## config.mk

```make
export PLATFORM = sky130hd
export DESIGN_NAME = axi_line_bridge
export DESIGN_NICKNAME = d
export VERILOG_FILES = /design/src/logic/axi_pkg.sv /design/src/logic/cache_pkg.sv /design/src/logic/axi_line_bridge.sv /design/src/logic/line_assembler.sv /design/src/logic/line_read_ctrl.sv /design/src/logic/line_serializer.sv /design/src/logic/line_write_ctrl.sv
export SDC_FILE = /design/constraint.sdc
export NUM_CORES = 2
export LEC_CHECK = 0
export BUFFER_PORTS_ARGS = -buffer_cell sky130_fd_sc_hd__buf_4
export CORE_AREA = 2 2 702 704
export CTS_BUF_LIST = sky130_fd_sc_hd__clkbuf_4 sky130_fd_sc_hd__clkbuf_8 sky130_fd_sc_hd__clkbuf_16
export DETAILED_ROUTE_END_ITERATION = 10
export DIE_AREA = 0 0 704 706
export PLACE_DENSITY_LB_ADDON = 0.05
export SYNTH_ARGS = -nofsm -noshare
export SYNTH_HDL_FRONTEND = slang
export SYNTH_SLANG_ARGS = --single-unit
```

## constraint.sdc

```tcl
create_clock -name aclk -period 12.6 [get_ports aclk]
set_input_delay 3.15 -clock aclk [delete_from_list [all_inputs] [get_ports aclk]]
set_output_delay 3.15 -clock aclk [all_outputs]
set_load 0.01 [all_outputs]
```

## src/logic/axi_pkg.sv

```systemverilog
package axi_pkg;

    localparam int AXI_ID_W   = 4;
    localparam int AXI_ADDR_W = 32;
    localparam int AXI_DATA_W = 32;

    localparam logic [1:0] AXI_BURST_INCR = 2'b01;  // incrementing burst

    // read IDs, one per cache
    localparam logic [AXI_ID_W-1:0] AXI_ID_INSTR = 4'd0;
    localparam logic [AXI_ID_W-1:0] AXI_ID_DATA  = 4'd1;

    typedef struct packed {
        logic [AXI_ID_W-1:0]   id;
        logic [AXI_ADDR_W-1:0] addr;
        logic [7:0]            len;    // beats minus one
        logic [2:0]            size;   // log2 of bytes per beat
        logic [1:0]            burst;
    } axi_ar_t;

    typedef struct packed {
        logic [AXI_ADDR_W-1:0] addr;
        logic [7:0]            len;
        logic [2:0]            size;
        logic [1:0]            burst;
    } axi_aw_t;

    typedef struct packed {
        logic [AXI_DATA_W-1:0]   data;
        logic [AXI_DATA_W/8-1:0] strb;
        logic                    last;
    } axi_w_t;

    typedef struct packed {
        logic [AXI_ID_W-1:0]   id;
        logic [AXI_DATA_W-1:0] data;
        logic                  last;
    } axi_r_t;

endpackage

```

## src/logic/cache_pkg.sv

```systemverilog
package cache_pkg;

    // struct widths for the default line size
    localparam int CACHE_ADDR_W = 32;
    localparam int CACHE_LINE_W = 512;
    localparam int CACHE_STRB_W = 4;

    // line read from either cache
    typedef struct packed {
        logic [CACHE_ADDR_W-1:0] addr;
    } line_rd_req_t;

    // dirty line going back to memory
    // strb is one word's worth and gets shifted by addr[1:0]
    typedef struct packed {
        logic [CACHE_ADDR_W-1:0] addr;
        logic [CACHE_LINE_W-1:0] data;
        logic [CACHE_STRB_W-1:0] strb;
    } line_wr_req_t;

endpackage

```

## src/logic/axi_line_bridge.sv

```systemverilog
`timescale 1ns/1ps

module axi_line_bridge
    import axi_pkg::*;
    import cache_pkg::*;
#(
    parameter int LINE_W = 512,
    parameter int DATA_W = 32
) (
    input  logic              aclk,
    input  logic              aresetn,
    // cache side
    input  line_rd_req_t      i_ic_req,
    input  logic              i_ic_valid,
    output logic [LINE_W-1:0] o_ic_line,
    output logic              o_ic_done,
    input  line_rd_req_t      i_dc_rreq,
    input  logic              i_dc_rvalid,
    output logic [LINE_W-1:0] o_dc_line,
    output logic              o_dc_rdone,
    input  line_wr_req_t      i_dc_wreq,
    input  logic              i_dc_wvalid,
    output logic              o_dc_wdone,
    // AXI master
    output axi_ar_t           o_ar,
    output logic              o_ar_valid,
    input  logic              i_ar_ready,
    input  axi_r_t            i_r,
    input  logic              i_r_valid,
    output logic              o_r_ready,
    output axi_aw_t           o_aw,
    output logic              o_aw_valid,
    input  logic              i_aw_ready,
    output axi_w_t            o_w,
    output logic              o_w_valid,
    input  logic              i_w_ready,
    input  logic              i_b_valid,
    output logic              o_b_ready
);

    // independent read and write paths so one of each can be in flight
    line_read_ctrl #(
        .LINE_W(LINE_W),
        .DATA_W(DATA_W)
    ) u_read_ctrl (
        .aclk       (aclk),
        .aresetn    (aresetn),
        .i_ic_req   (i_ic_req),
        .i_ic_valid (i_ic_valid),
        .o_ic_line  (o_ic_line),
        .o_ic_done  (o_ic_done),
        .i_dc_rreq  (i_dc_rreq),
        .i_dc_rvalid(i_dc_rvalid),
        .o_dc_line  (o_dc_line),
        .o_dc_rdone (o_dc_rdone),
        .o_ar       (o_ar),
        .o_ar_valid (o_ar_valid),
        .i_ar_ready (i_ar_ready),
        .i_r        (i_r),
        .i_r_valid  (i_r_valid),
        .o_r_ready  (o_r_ready)
    );

    line_write_ctrl #(
        .LINE_W(LINE_W),
        .DATA_W(DATA_W)
    ) u_write_ctrl (
        .aclk       (aclk),
        .aresetn    (aresetn),
        .i_dc_wreq  (i_dc_wreq),
        .i_dc_wvalid(i_dc_wvalid),
        .o_dc_wdone (o_dc_wdone),
        .o_aw       (o_aw),
        .o_aw_valid (o_aw_valid),
        .i_aw_ready (i_aw_ready),
        .o_w        (o_w),
        .o_w_valid  (o_w_valid),
        .i_w_ready  (i_w_ready),
        .i_b_valid  (i_b_valid),
        .o_b_ready  (o_b_ready)
    );

endmodule

```

## src/logic/line_assembler.sv

```systemverilog
`timescale 1ns/1ps

module line_assembler #(
    parameter int LINE_W = 512,
    parameter int DATA_W = 32
) (
    input  logic                     aclk,
    input  logic                     aresetn,
    input  logic [DATA_W-1:0]        i_beat,
    input  logic                     i_shift,
    input  logic                     i_flush,
    output logic [LINE_W-DATA_W-1:0] o_buf
);

    logic [LINE_W-DATA_W-1:0] buf_q;
    logic [LINE_W-1:0]        shifted;

    // new beat enters at the top and the oldest beat falls toward bit 0
    assign shifted = {i_beat, buf_q};

    always_ff @(posedge aclk or negedge aresetn)
    begin
        if (!aresetn)
        begin
            buf_q <= '0;
        end
        else if (i_flush)
        begin
            buf_q <= '0;  // last beat bypasses the buffer
        end
        else if (i_shift)
        begin
            buf_q <= shifted[LINE_W-1:DATA_W];
        end
    end

    assign o_buf = buf_q;

endmodule

```

## src/logic/line_read_ctrl.sv

```systemverilog
`timescale 1ns/1ps

module line_read_ctrl
    import axi_pkg::*;
    import cache_pkg::*;
#(
    parameter int LINE_W = 512,
    parameter int DATA_W = 32
) (
    input  logic              aclk,
    input  logic              aresetn,
    input  line_rd_req_t      i_ic_req,
    input  logic              i_ic_valid,
    output logic [LINE_W-1:0] o_ic_line,
    output logic              o_ic_done,
    input  line_rd_req_t      i_dc_rreq,
    input  logic              i_dc_rvalid,
    output logic [LINE_W-1:0] o_dc_line,
    output logic              o_dc_rdone,
    output axi_ar_t           o_ar,
    output logic              o_ar_valid,
    input  logic              i_ar_ready,
    input  axi_r_t            i_r,
    input  logic              i_r_valid,
    output logic              o_r_ready
);

    localparam int BEATS = LINE_W / DATA_W;

    typedef enum logic [2:0] {
        R_IDLE,
        R_IADDR,
        R_IDATA,
        R_DADDR,
        R_DDATA
    } rd_state_e;

    rd_state_e                state_q, state_d;
    logic [AXI_ADDR_W-1:0]    addr_q;
    logic [AXI_ID_W-1:0]      id_q;
    logic [LINE_W-DATA_W-1:0] beat_buf;
    logic [LINE_W-1:0]        line;
    logic                     r_fire;
    logic                     r_last_fire;

    assign r_fire      = i_r_valid & o_r_ready;
    assign r_last_fire = r_fire & i_r.last;

    always_ff @(posedge aclk or negedge aresetn)
    begin
        if (!aresetn)
            state_q <= R_IDLE;
        else
            state_q <= state_d;
    end

    always_comb
    begin
        state_d = state_q;
        case (state_q)
            R_IDLE:
            begin
                if (i_dc_rvalid)        // data side wins ties
                    state_d = R_DADDR;
                else if (i_ic_valid)
                    state_d = R_IADDR;
            end
            R_IADDR: if (i_ar_ready) state_d = R_IDATA;
            R_DADDR: if (i_ar_ready) state_d = R_DDATA;
            R_IDATA, R_DDATA:
            begin
                if (r_last_fire)
                    state_d = R_IDLE;
            end
            default: state_d = R_IDLE;
        endcase
    end

    // latch the winner while idle
    always_ff @(posedge aclk)
    begin
        if (state_q == R_IDLE)
        begin
            if (i_dc_rvalid)
            begin
                addr_q <= i_dc_rreq.addr;
                id_q   <= AXI_ID_DATA;
            end
            else if (i_ic_valid)
            begin
                addr_q <= i_ic_req.addr;
                id_q   <= AXI_ID_INSTR;
            end
        end
    end

    assign o_ar.id    = id_q;
    assign o_ar.addr  = addr_q;
    assign o_ar.len   = 8'(BEATS - 1);
    assign o_ar.size  = 3'($clog2(DATA_W / 8));
    assign o_ar.burst = AXI_BURST_INCR;

    assign o_ar_valid = (state_q == R_IADDR) || (state_q == R_DADDR);
    assign o_r_ready  = (state_q == R_IDATA) || (state_q == R_DDATA);

    line_assembler #(
        .LINE_W(LINE_W),
        .DATA_W(DATA_W)
    ) u_assembler (
        .aclk   (aclk),
        .aresetn(aresetn),
        .i_beat (i_r.data),
        .i_shift(r_fire),
        .i_flush(r_last_fire),
        .o_buf  (beat_buf)
    );

    assign line = {i_r.data, beat_buf};  // last beat on top

    assign o_ic_done  = (state_q == R_IDATA) & r_last_fire;
    assign o_dc_rdone = (state_q == R_DDATA) & r_last_fire;
    assign o_ic_line  = o_ic_done ? line : '0;
    assign o_dc_line  = o_dc_rdone ? line : '0;

endmodule

```

## src/logic/line_serializer.sv

```systemverilog
`timescale 1ns/1ps

module line_serializer #(
    parameter int LINE_W = 512,
    parameter int DATA_W = 32
) (
    input  logic              aclk,
    input  logic              aresetn,
    input  logic [LINE_W-1:0] i_line,
    input  logic              i_load,
    input  logic              i_shift,
    output logic [DATA_W-1:0] o_beat
);

    logic [LINE_W-1:0] line_q;

    always_ff @(posedge aclk or negedge aresetn)
    begin
        if (!aresetn)
        begin
            line_q <= '0;
        end
        else if (i_load)
        begin
            line_q <= i_line;
        end
        else if (i_shift)
        begin
            // next beat moves down with zeros filling from the top
            line_q <= {{DATA_W{1'b0}}, line_q[LINE_W-1:DATA_W]};
        end
    end

    assign o_beat = line_q[DATA_W-1:0];  // current beat on the W bus

endmodule

```

## src/logic/line_write_ctrl.sv

```systemverilog
`timescale 1ns/1ps

module line_write_ctrl
    import axi_pkg::*;
    import cache_pkg::*;
#(
    parameter int LINE_W = 512,
    parameter int DATA_W = 32
) (
    input  logic         aclk,
    input  logic         aresetn,
    input  line_wr_req_t i_dc_wreq,
    input  logic         i_dc_wvalid,
    output logic         o_dc_wdone,
    output axi_aw_t      o_aw,
    output logic         o_aw_valid,
    input  logic         i_aw_ready,
    output axi_w_t       o_w,
    output logic         o_w_valid,
    input  logic         i_w_ready,
    input  logic         i_b_valid,
    output logic         o_b_ready
);

    localparam int BEATS  = LINE_W / DATA_W;
    localparam int BEAT_W = $clog2(BEATS);

    typedef enum logic [1:0] {
        W_IDLE,
        W_ADDR,
        W_DATA,
        W_RESP
    } wr_state_e;

    wr_state_e               state_q, state_d;
    logic [AXI_ADDR_W-1:0]   addr_q;
    logic [DATA_W/8-1:0]     strb_q;
    logic [BEAT_W-1:0]       beat_cnt;
    logic [LINE_W-1:0]       line_aligned;
    logic [DATA_W-1:0]       beat;
    logic                    load;
    logic                    w_fire;
    logic                    last_beat;

    assign load      = (state_q == W_IDLE) & i_dc_wvalid;
    assign w_fire    = o_w_valid & i_w_ready;
    assign last_beat = (beat_cnt == BEAT_W'(BEATS - 1));

    // move the line up by addr[1:0] bytes for an unaligned store
    assign line_aligned = i_dc_wreq.data << {i_dc_wreq.addr[1:0], 3'b000};

    always_ff @(posedge aclk or negedge aresetn)
    begin
        if (!aresetn)
            state_q <= W_IDLE;
        else
            state_q <= state_d;
    end

    always_comb
    begin
        state_d = state_q;
        case (state_q)
            W_IDLE: if (i_dc_wvalid) state_d = W_ADDR;
            W_ADDR: if (i_aw_ready) state_d = W_DATA;
            W_DATA: if (w_fire && last_beat) state_d = W_RESP;
            W_RESP: if (i_b_valid) state_d = W_IDLE;
            default: state_d = W_IDLE;
        endcase
    end

    always_ff @(posedge aclk)
    begin
        if (load)
        begin
            addr_q <= i_dc_wreq.addr;
            strb_q <= i_dc_wreq.strb << i_dc_wreq.addr[1:0];  // same shift as the data
        end
    end

    always_ff @(posedge aclk or negedge aresetn)
    begin
        if (!aresetn)
            beat_cnt <= '0;
        else if (load)
            beat_cnt <= '0;
        else if (w_fire)
            beat_cnt <= beat_cnt + 1'b1;  // wraps after the last beat
    end

    line_serializer #(
        .LINE_W(LINE_W),
        .DATA_W(DATA_W)
    ) u_serializer (
        .aclk   (aclk),
        .aresetn(aresetn),
        .i_line (line_aligned),
        .i_load (load),
        .i_shift(w_fire),
        .o_beat (beat)
    );

    assign o_aw.addr  = addr_q;
    assign o_aw.len   = 8'(BEATS - 1);
    assign o_aw.size  = 3'($clog2(DATA_W / 8));
    assign o_aw.burst = AXI_BURST_INCR;

    assign o_w.data = beat;
    assign o_w.strb = strb_q;
    assign o_w.last = last_beat;

    assign o_aw_valid = (state_q == W_ADDR);
    assign o_w_valid  = (state_q == W_DATA);
    assign o_b_ready  = (state_q == W_RESP);
    assign o_dc_wdone = o_b_ready & i_b_valid;

endmodule

```

==> impl_metrics.env <==
export IMPL_routedWlPerCell_um=32.2
export IMPL_muxShareOfSynthArea_pct=17.9
export IMPL_post_cts_setup_buffers=0
export IMPL_grt_usage_pct=17.8
export IMPL_crit_type="in2out"
export IMPL_htree_levels=4
export IMPL_antenna_found_initial=241
export IMPL_cts_buffer_depth=4
export IMPL_synthTopCellsByArea="dfrtp_1 39%, and2_1 10%, mux2i_1 7.5%"
export IMPL_drt_iter0_markers=3465
export IMPL_drv_cap=0
export IMPL_start_util_pct=13.0
export IMPL_worst_pin_slew_ns=1.41
export IMPL_nets=8341
export IMPL_critPathMaxFanout=244
export IMPL_portBuffers=1788
export IMPL_fp_dieH_um=706
export IMPL_postRouteAntennaNets=0
export IMPL_hold_class="reg2reg"
export IMPL_yosysSeqAreaShare_pct=42.7
export IMPL_dpl_instance_area_mm2=0.0831
export IMPL_synthSimpleGateAreaFrac_pct=21.1
export IMPL_drive_gt1_share_pct=32.4
export IMPL_syn_to_final_growth_pct=39.9
export IMPL_tns_ns=0
export IMPL_required_ns=9.45
export IMPL_fin_skew_ns=0.0496
export IMPL_synth_adder_area_share_pct=0.0986
export IMPL_min_period_over_period_pct=72.5
export IMPL_yosys_area_top_type="dfrtp_1"
export IMPL_rsz0062_at_grt="false"
export IMPL_synth_compound_area_share_pct=13.3
export IMPL_synthArstFlopShare_pct=93.6
export IMPL_synth_xor_area_share_pct=0.0414
export IMPL_viasPerCell=3.90
export IMPL_synthesis_area_mm2=0.0635
export IMPL_design_area_mm2=0.0888
export IMPL_cts_reportedPaths_clkPinSlew_ns=0.06
export IMPL_finalHoldViolCount=0
export IMPL_powerDensity_mw_per_mm2=186
export IMPL_post_route_min_period_ns=9.14
export IMPL_status="finished, final reports clean"
export IMPL_rows=257
export IMPL_ctsResizeCount=0
export IMPL_drc_errors=0
export IMPL_p_leak_nw=39.7
export IMPL_max_slew_margin_pct=5.72
export IMPL_wirelength_um=462000
export IMPL_arrival_ns=5.99
export IMPL_fmax_mhz=109
export IMPL_finalSetupViolCount=0
export IMPL_drv_slew=0
export IMPL_cts_tree="yes"
export IMPL_ios=1822
export IMPL_netlist_cell_type_count=49
export IMPL_netlist_area_leader_share_pct=39.5
export IMPL_dieWidth_um=704
export IMPL_gr_total_overflow=0
export IMPL_grt_pass1_vias=56577
export IMPL_yosys_warnings=0
export IMPL_clock_latency_ns=0.88
export IMPL_drtPass1Iterations=5
export IMPL_ir_drop_v=0.000172
export IMPL_synth_top_family_by_area="simple AND/OR/NAND/NOR gates"
export IMPL_synth_area_per_cell_um2=10.2
export IMPL_grt_pass1_wl_um=598000
export IMPL_syn_inst=6233
export IMPL_startpoint_type="primary input"
export IMPL_dp_hpwl_um=356000
export IMPL_hold_buffers=0
export IMPL_ys_flop_type="dfrtp_1"
export IMPL_core_mm2=0.489
export IMPL_clock_sinks=1070
export IMPL_crit_path_end_kind="output port"
export IMPL_ys_ff_latch=1070
export IMPL_synth_edf_count=69
export IMPL_cts_buffers=170
export IMPL_gp_congestion=0.851
export IMPL_grt_max_degree=245
export IMPL_dieArea_mm2=0.497
export IMPL_vias=55967
export IMPL_cts_root_buf="clkbuf_16"
[final cells by class]
class                      count  area, um^2
fill                       54585      400000
antenna                       65         163
clock buffer                 265        5250
sequential                  1070       27100
timing repair buffer        1871       14300
tap                         6475        8100
inverter                       4        17.5
clock inverter                30         352
multi-input combinational   4560       33500
[worst paths after layout]
| path | from | end | slack, ns | cells past startpoint |
|---|---|---|---|---|
| max in group asynchronous | aresetn | u_write_ctrl.u_serializer.line_q[264]$_DFFE_PN0P_ | 8.22 | 3 |
| max reg2reg | u_write_ctrl.state_q[0]$_DFFE_PN0P_ | u_write_ctrl.u_serializer.line_q[441]$_DFFE_PN0P_ | 8.31 | 8 |
| min reg2reg | u_write_ctrl.u_serializer.line_q[34]$_DFFE_PN0P_ | u_write_ctrl.u_serializer.line_q[34]$_DFFE_PN0P_ | 0.49 | 1 |
| min in group asynchronous | aresetn | u_read_ctrl.u_assembler.o_buf[10]$_DFFE_PN0P_ | 2.15 | 1 |
| min | u_write_ctrl.u_serializer.line_q[34]$_DFFE_PN0P_ | u_write_ctrl.u_serializer.line_q[34]$_DFFE_PN0P_ | 0.49 | 1 |
| max | i_r[0] | o_ic_line[353] | 3.46 | 7 |
[cells in the mapped netlist, types with 48 or more instances]
library cell	n
and2_1	1026
dfrtp_1	1001
nor2_1	871
nor2b_1	485
mux2i_1	475
o21a_1	393
o32a_1	392
mux2_2	320
clkbuf_1	290
mux2_1	200
buf_2	187
edfxtp_1	69
buf_4	65
o22ai_1	56
nand3b_1	48
[flip-flops by register name, summed over array words and instances (netlist names)]
signal                            flops
u_read_ctrl.addr_q                   32
u_write_ctrl.strb_q                   4
u_write_ctrl.state_q                  2
u_write_ctrl.u_serializer.line_q    512
u_read_ctrl.state_q                   3
u_write_ctrl.beat_cnt                 4
u_read_ctrl.u_assembler.o_buf       480
u_write_ctrl.addr_q                  32
u_read_ctrl.id_q                      1
[cell families (layout without fill, tap and decap cells)]
| logic type | after synthesis | in the layout |
|---|---|---|
| compound gates | 1014 | 1014 |
| fa+ha+maj | 5 | 5 |
| flops | 1070 | 1070 |
| xor+xnor | 3 | 3 |
| mux | 1027 | 1027 |
| other cells | 2 | 94 |
| buf+inv | 630 | 2170 |
| simple gates | 2482 | 2482 |
[cells in the final DEF (no fill, tap or decap), types with 65 or more instances in the layout]
cell type / n
mux2_1: 200
nor2_1: 870
diode_2: 65
buf_4: 1846
o21a_1: 393
and2_1: 1026
clkbuf_16: 173
mux2i_1: 475
dfrtp_1: 1001
edfxtp_1: 69
mux2_2: 320
nor2b_1: 485
o32a_1: 392
[per-layer routing]
layer | global-route usage (%) | part of all wire (%) | up-vias
li1 | - | - | 24648
met1 | 23.3 | 44 | 28639
met2 | 29.1 | 46 | 2087
met3 | 4.42 | 6.2 | 547
met4 | 4.66 | 2.9 | 46
met5 | 0 | 0.060 | -
[power breakdown]
group	internal [W]	switching (W)
registers	0.00464	0.00142
clock network	0.00294	0.00202
logic	0.00234	0.00319
total	0.00993	0.00663
[worst max-delay path, stage by stage]
cell	delay, ns
buf_8	0.30
nand2_1	0.28
nor4b_4	0.32
buf_12	0.28
buf_12	0.36
and2_1	0.30
buf_4	0.14
[per-stage QoR]
| stage | hold WS [ns] | utilization, % | setup WS (ns) | power, W | std cells |
|---|---|---|---|---|---|
| 3_3_place_gp | 0.476 | 17.0 | 3.46 | 0.0117 | 13980 |
| 2_1_floorplan | 0.461 | - | 5.18 | 0.00876 | 6260 |
| 6_report | 0.487 | 18.2 | 3.46 | 0.0166 | 14340 |
| 5_1_grt | 0.509 | 18.1 | 3.39 | 0.0174 | 14294 |
| 3_5_place_dp | 0.479 | 17.0 | 3.45 | 0.0117 | 13980 |
| 4_1_cts | 0.491 | 18.1 | 3.46 | 0.0169 | 14275 |
Power figures use the tool's default switching activity.
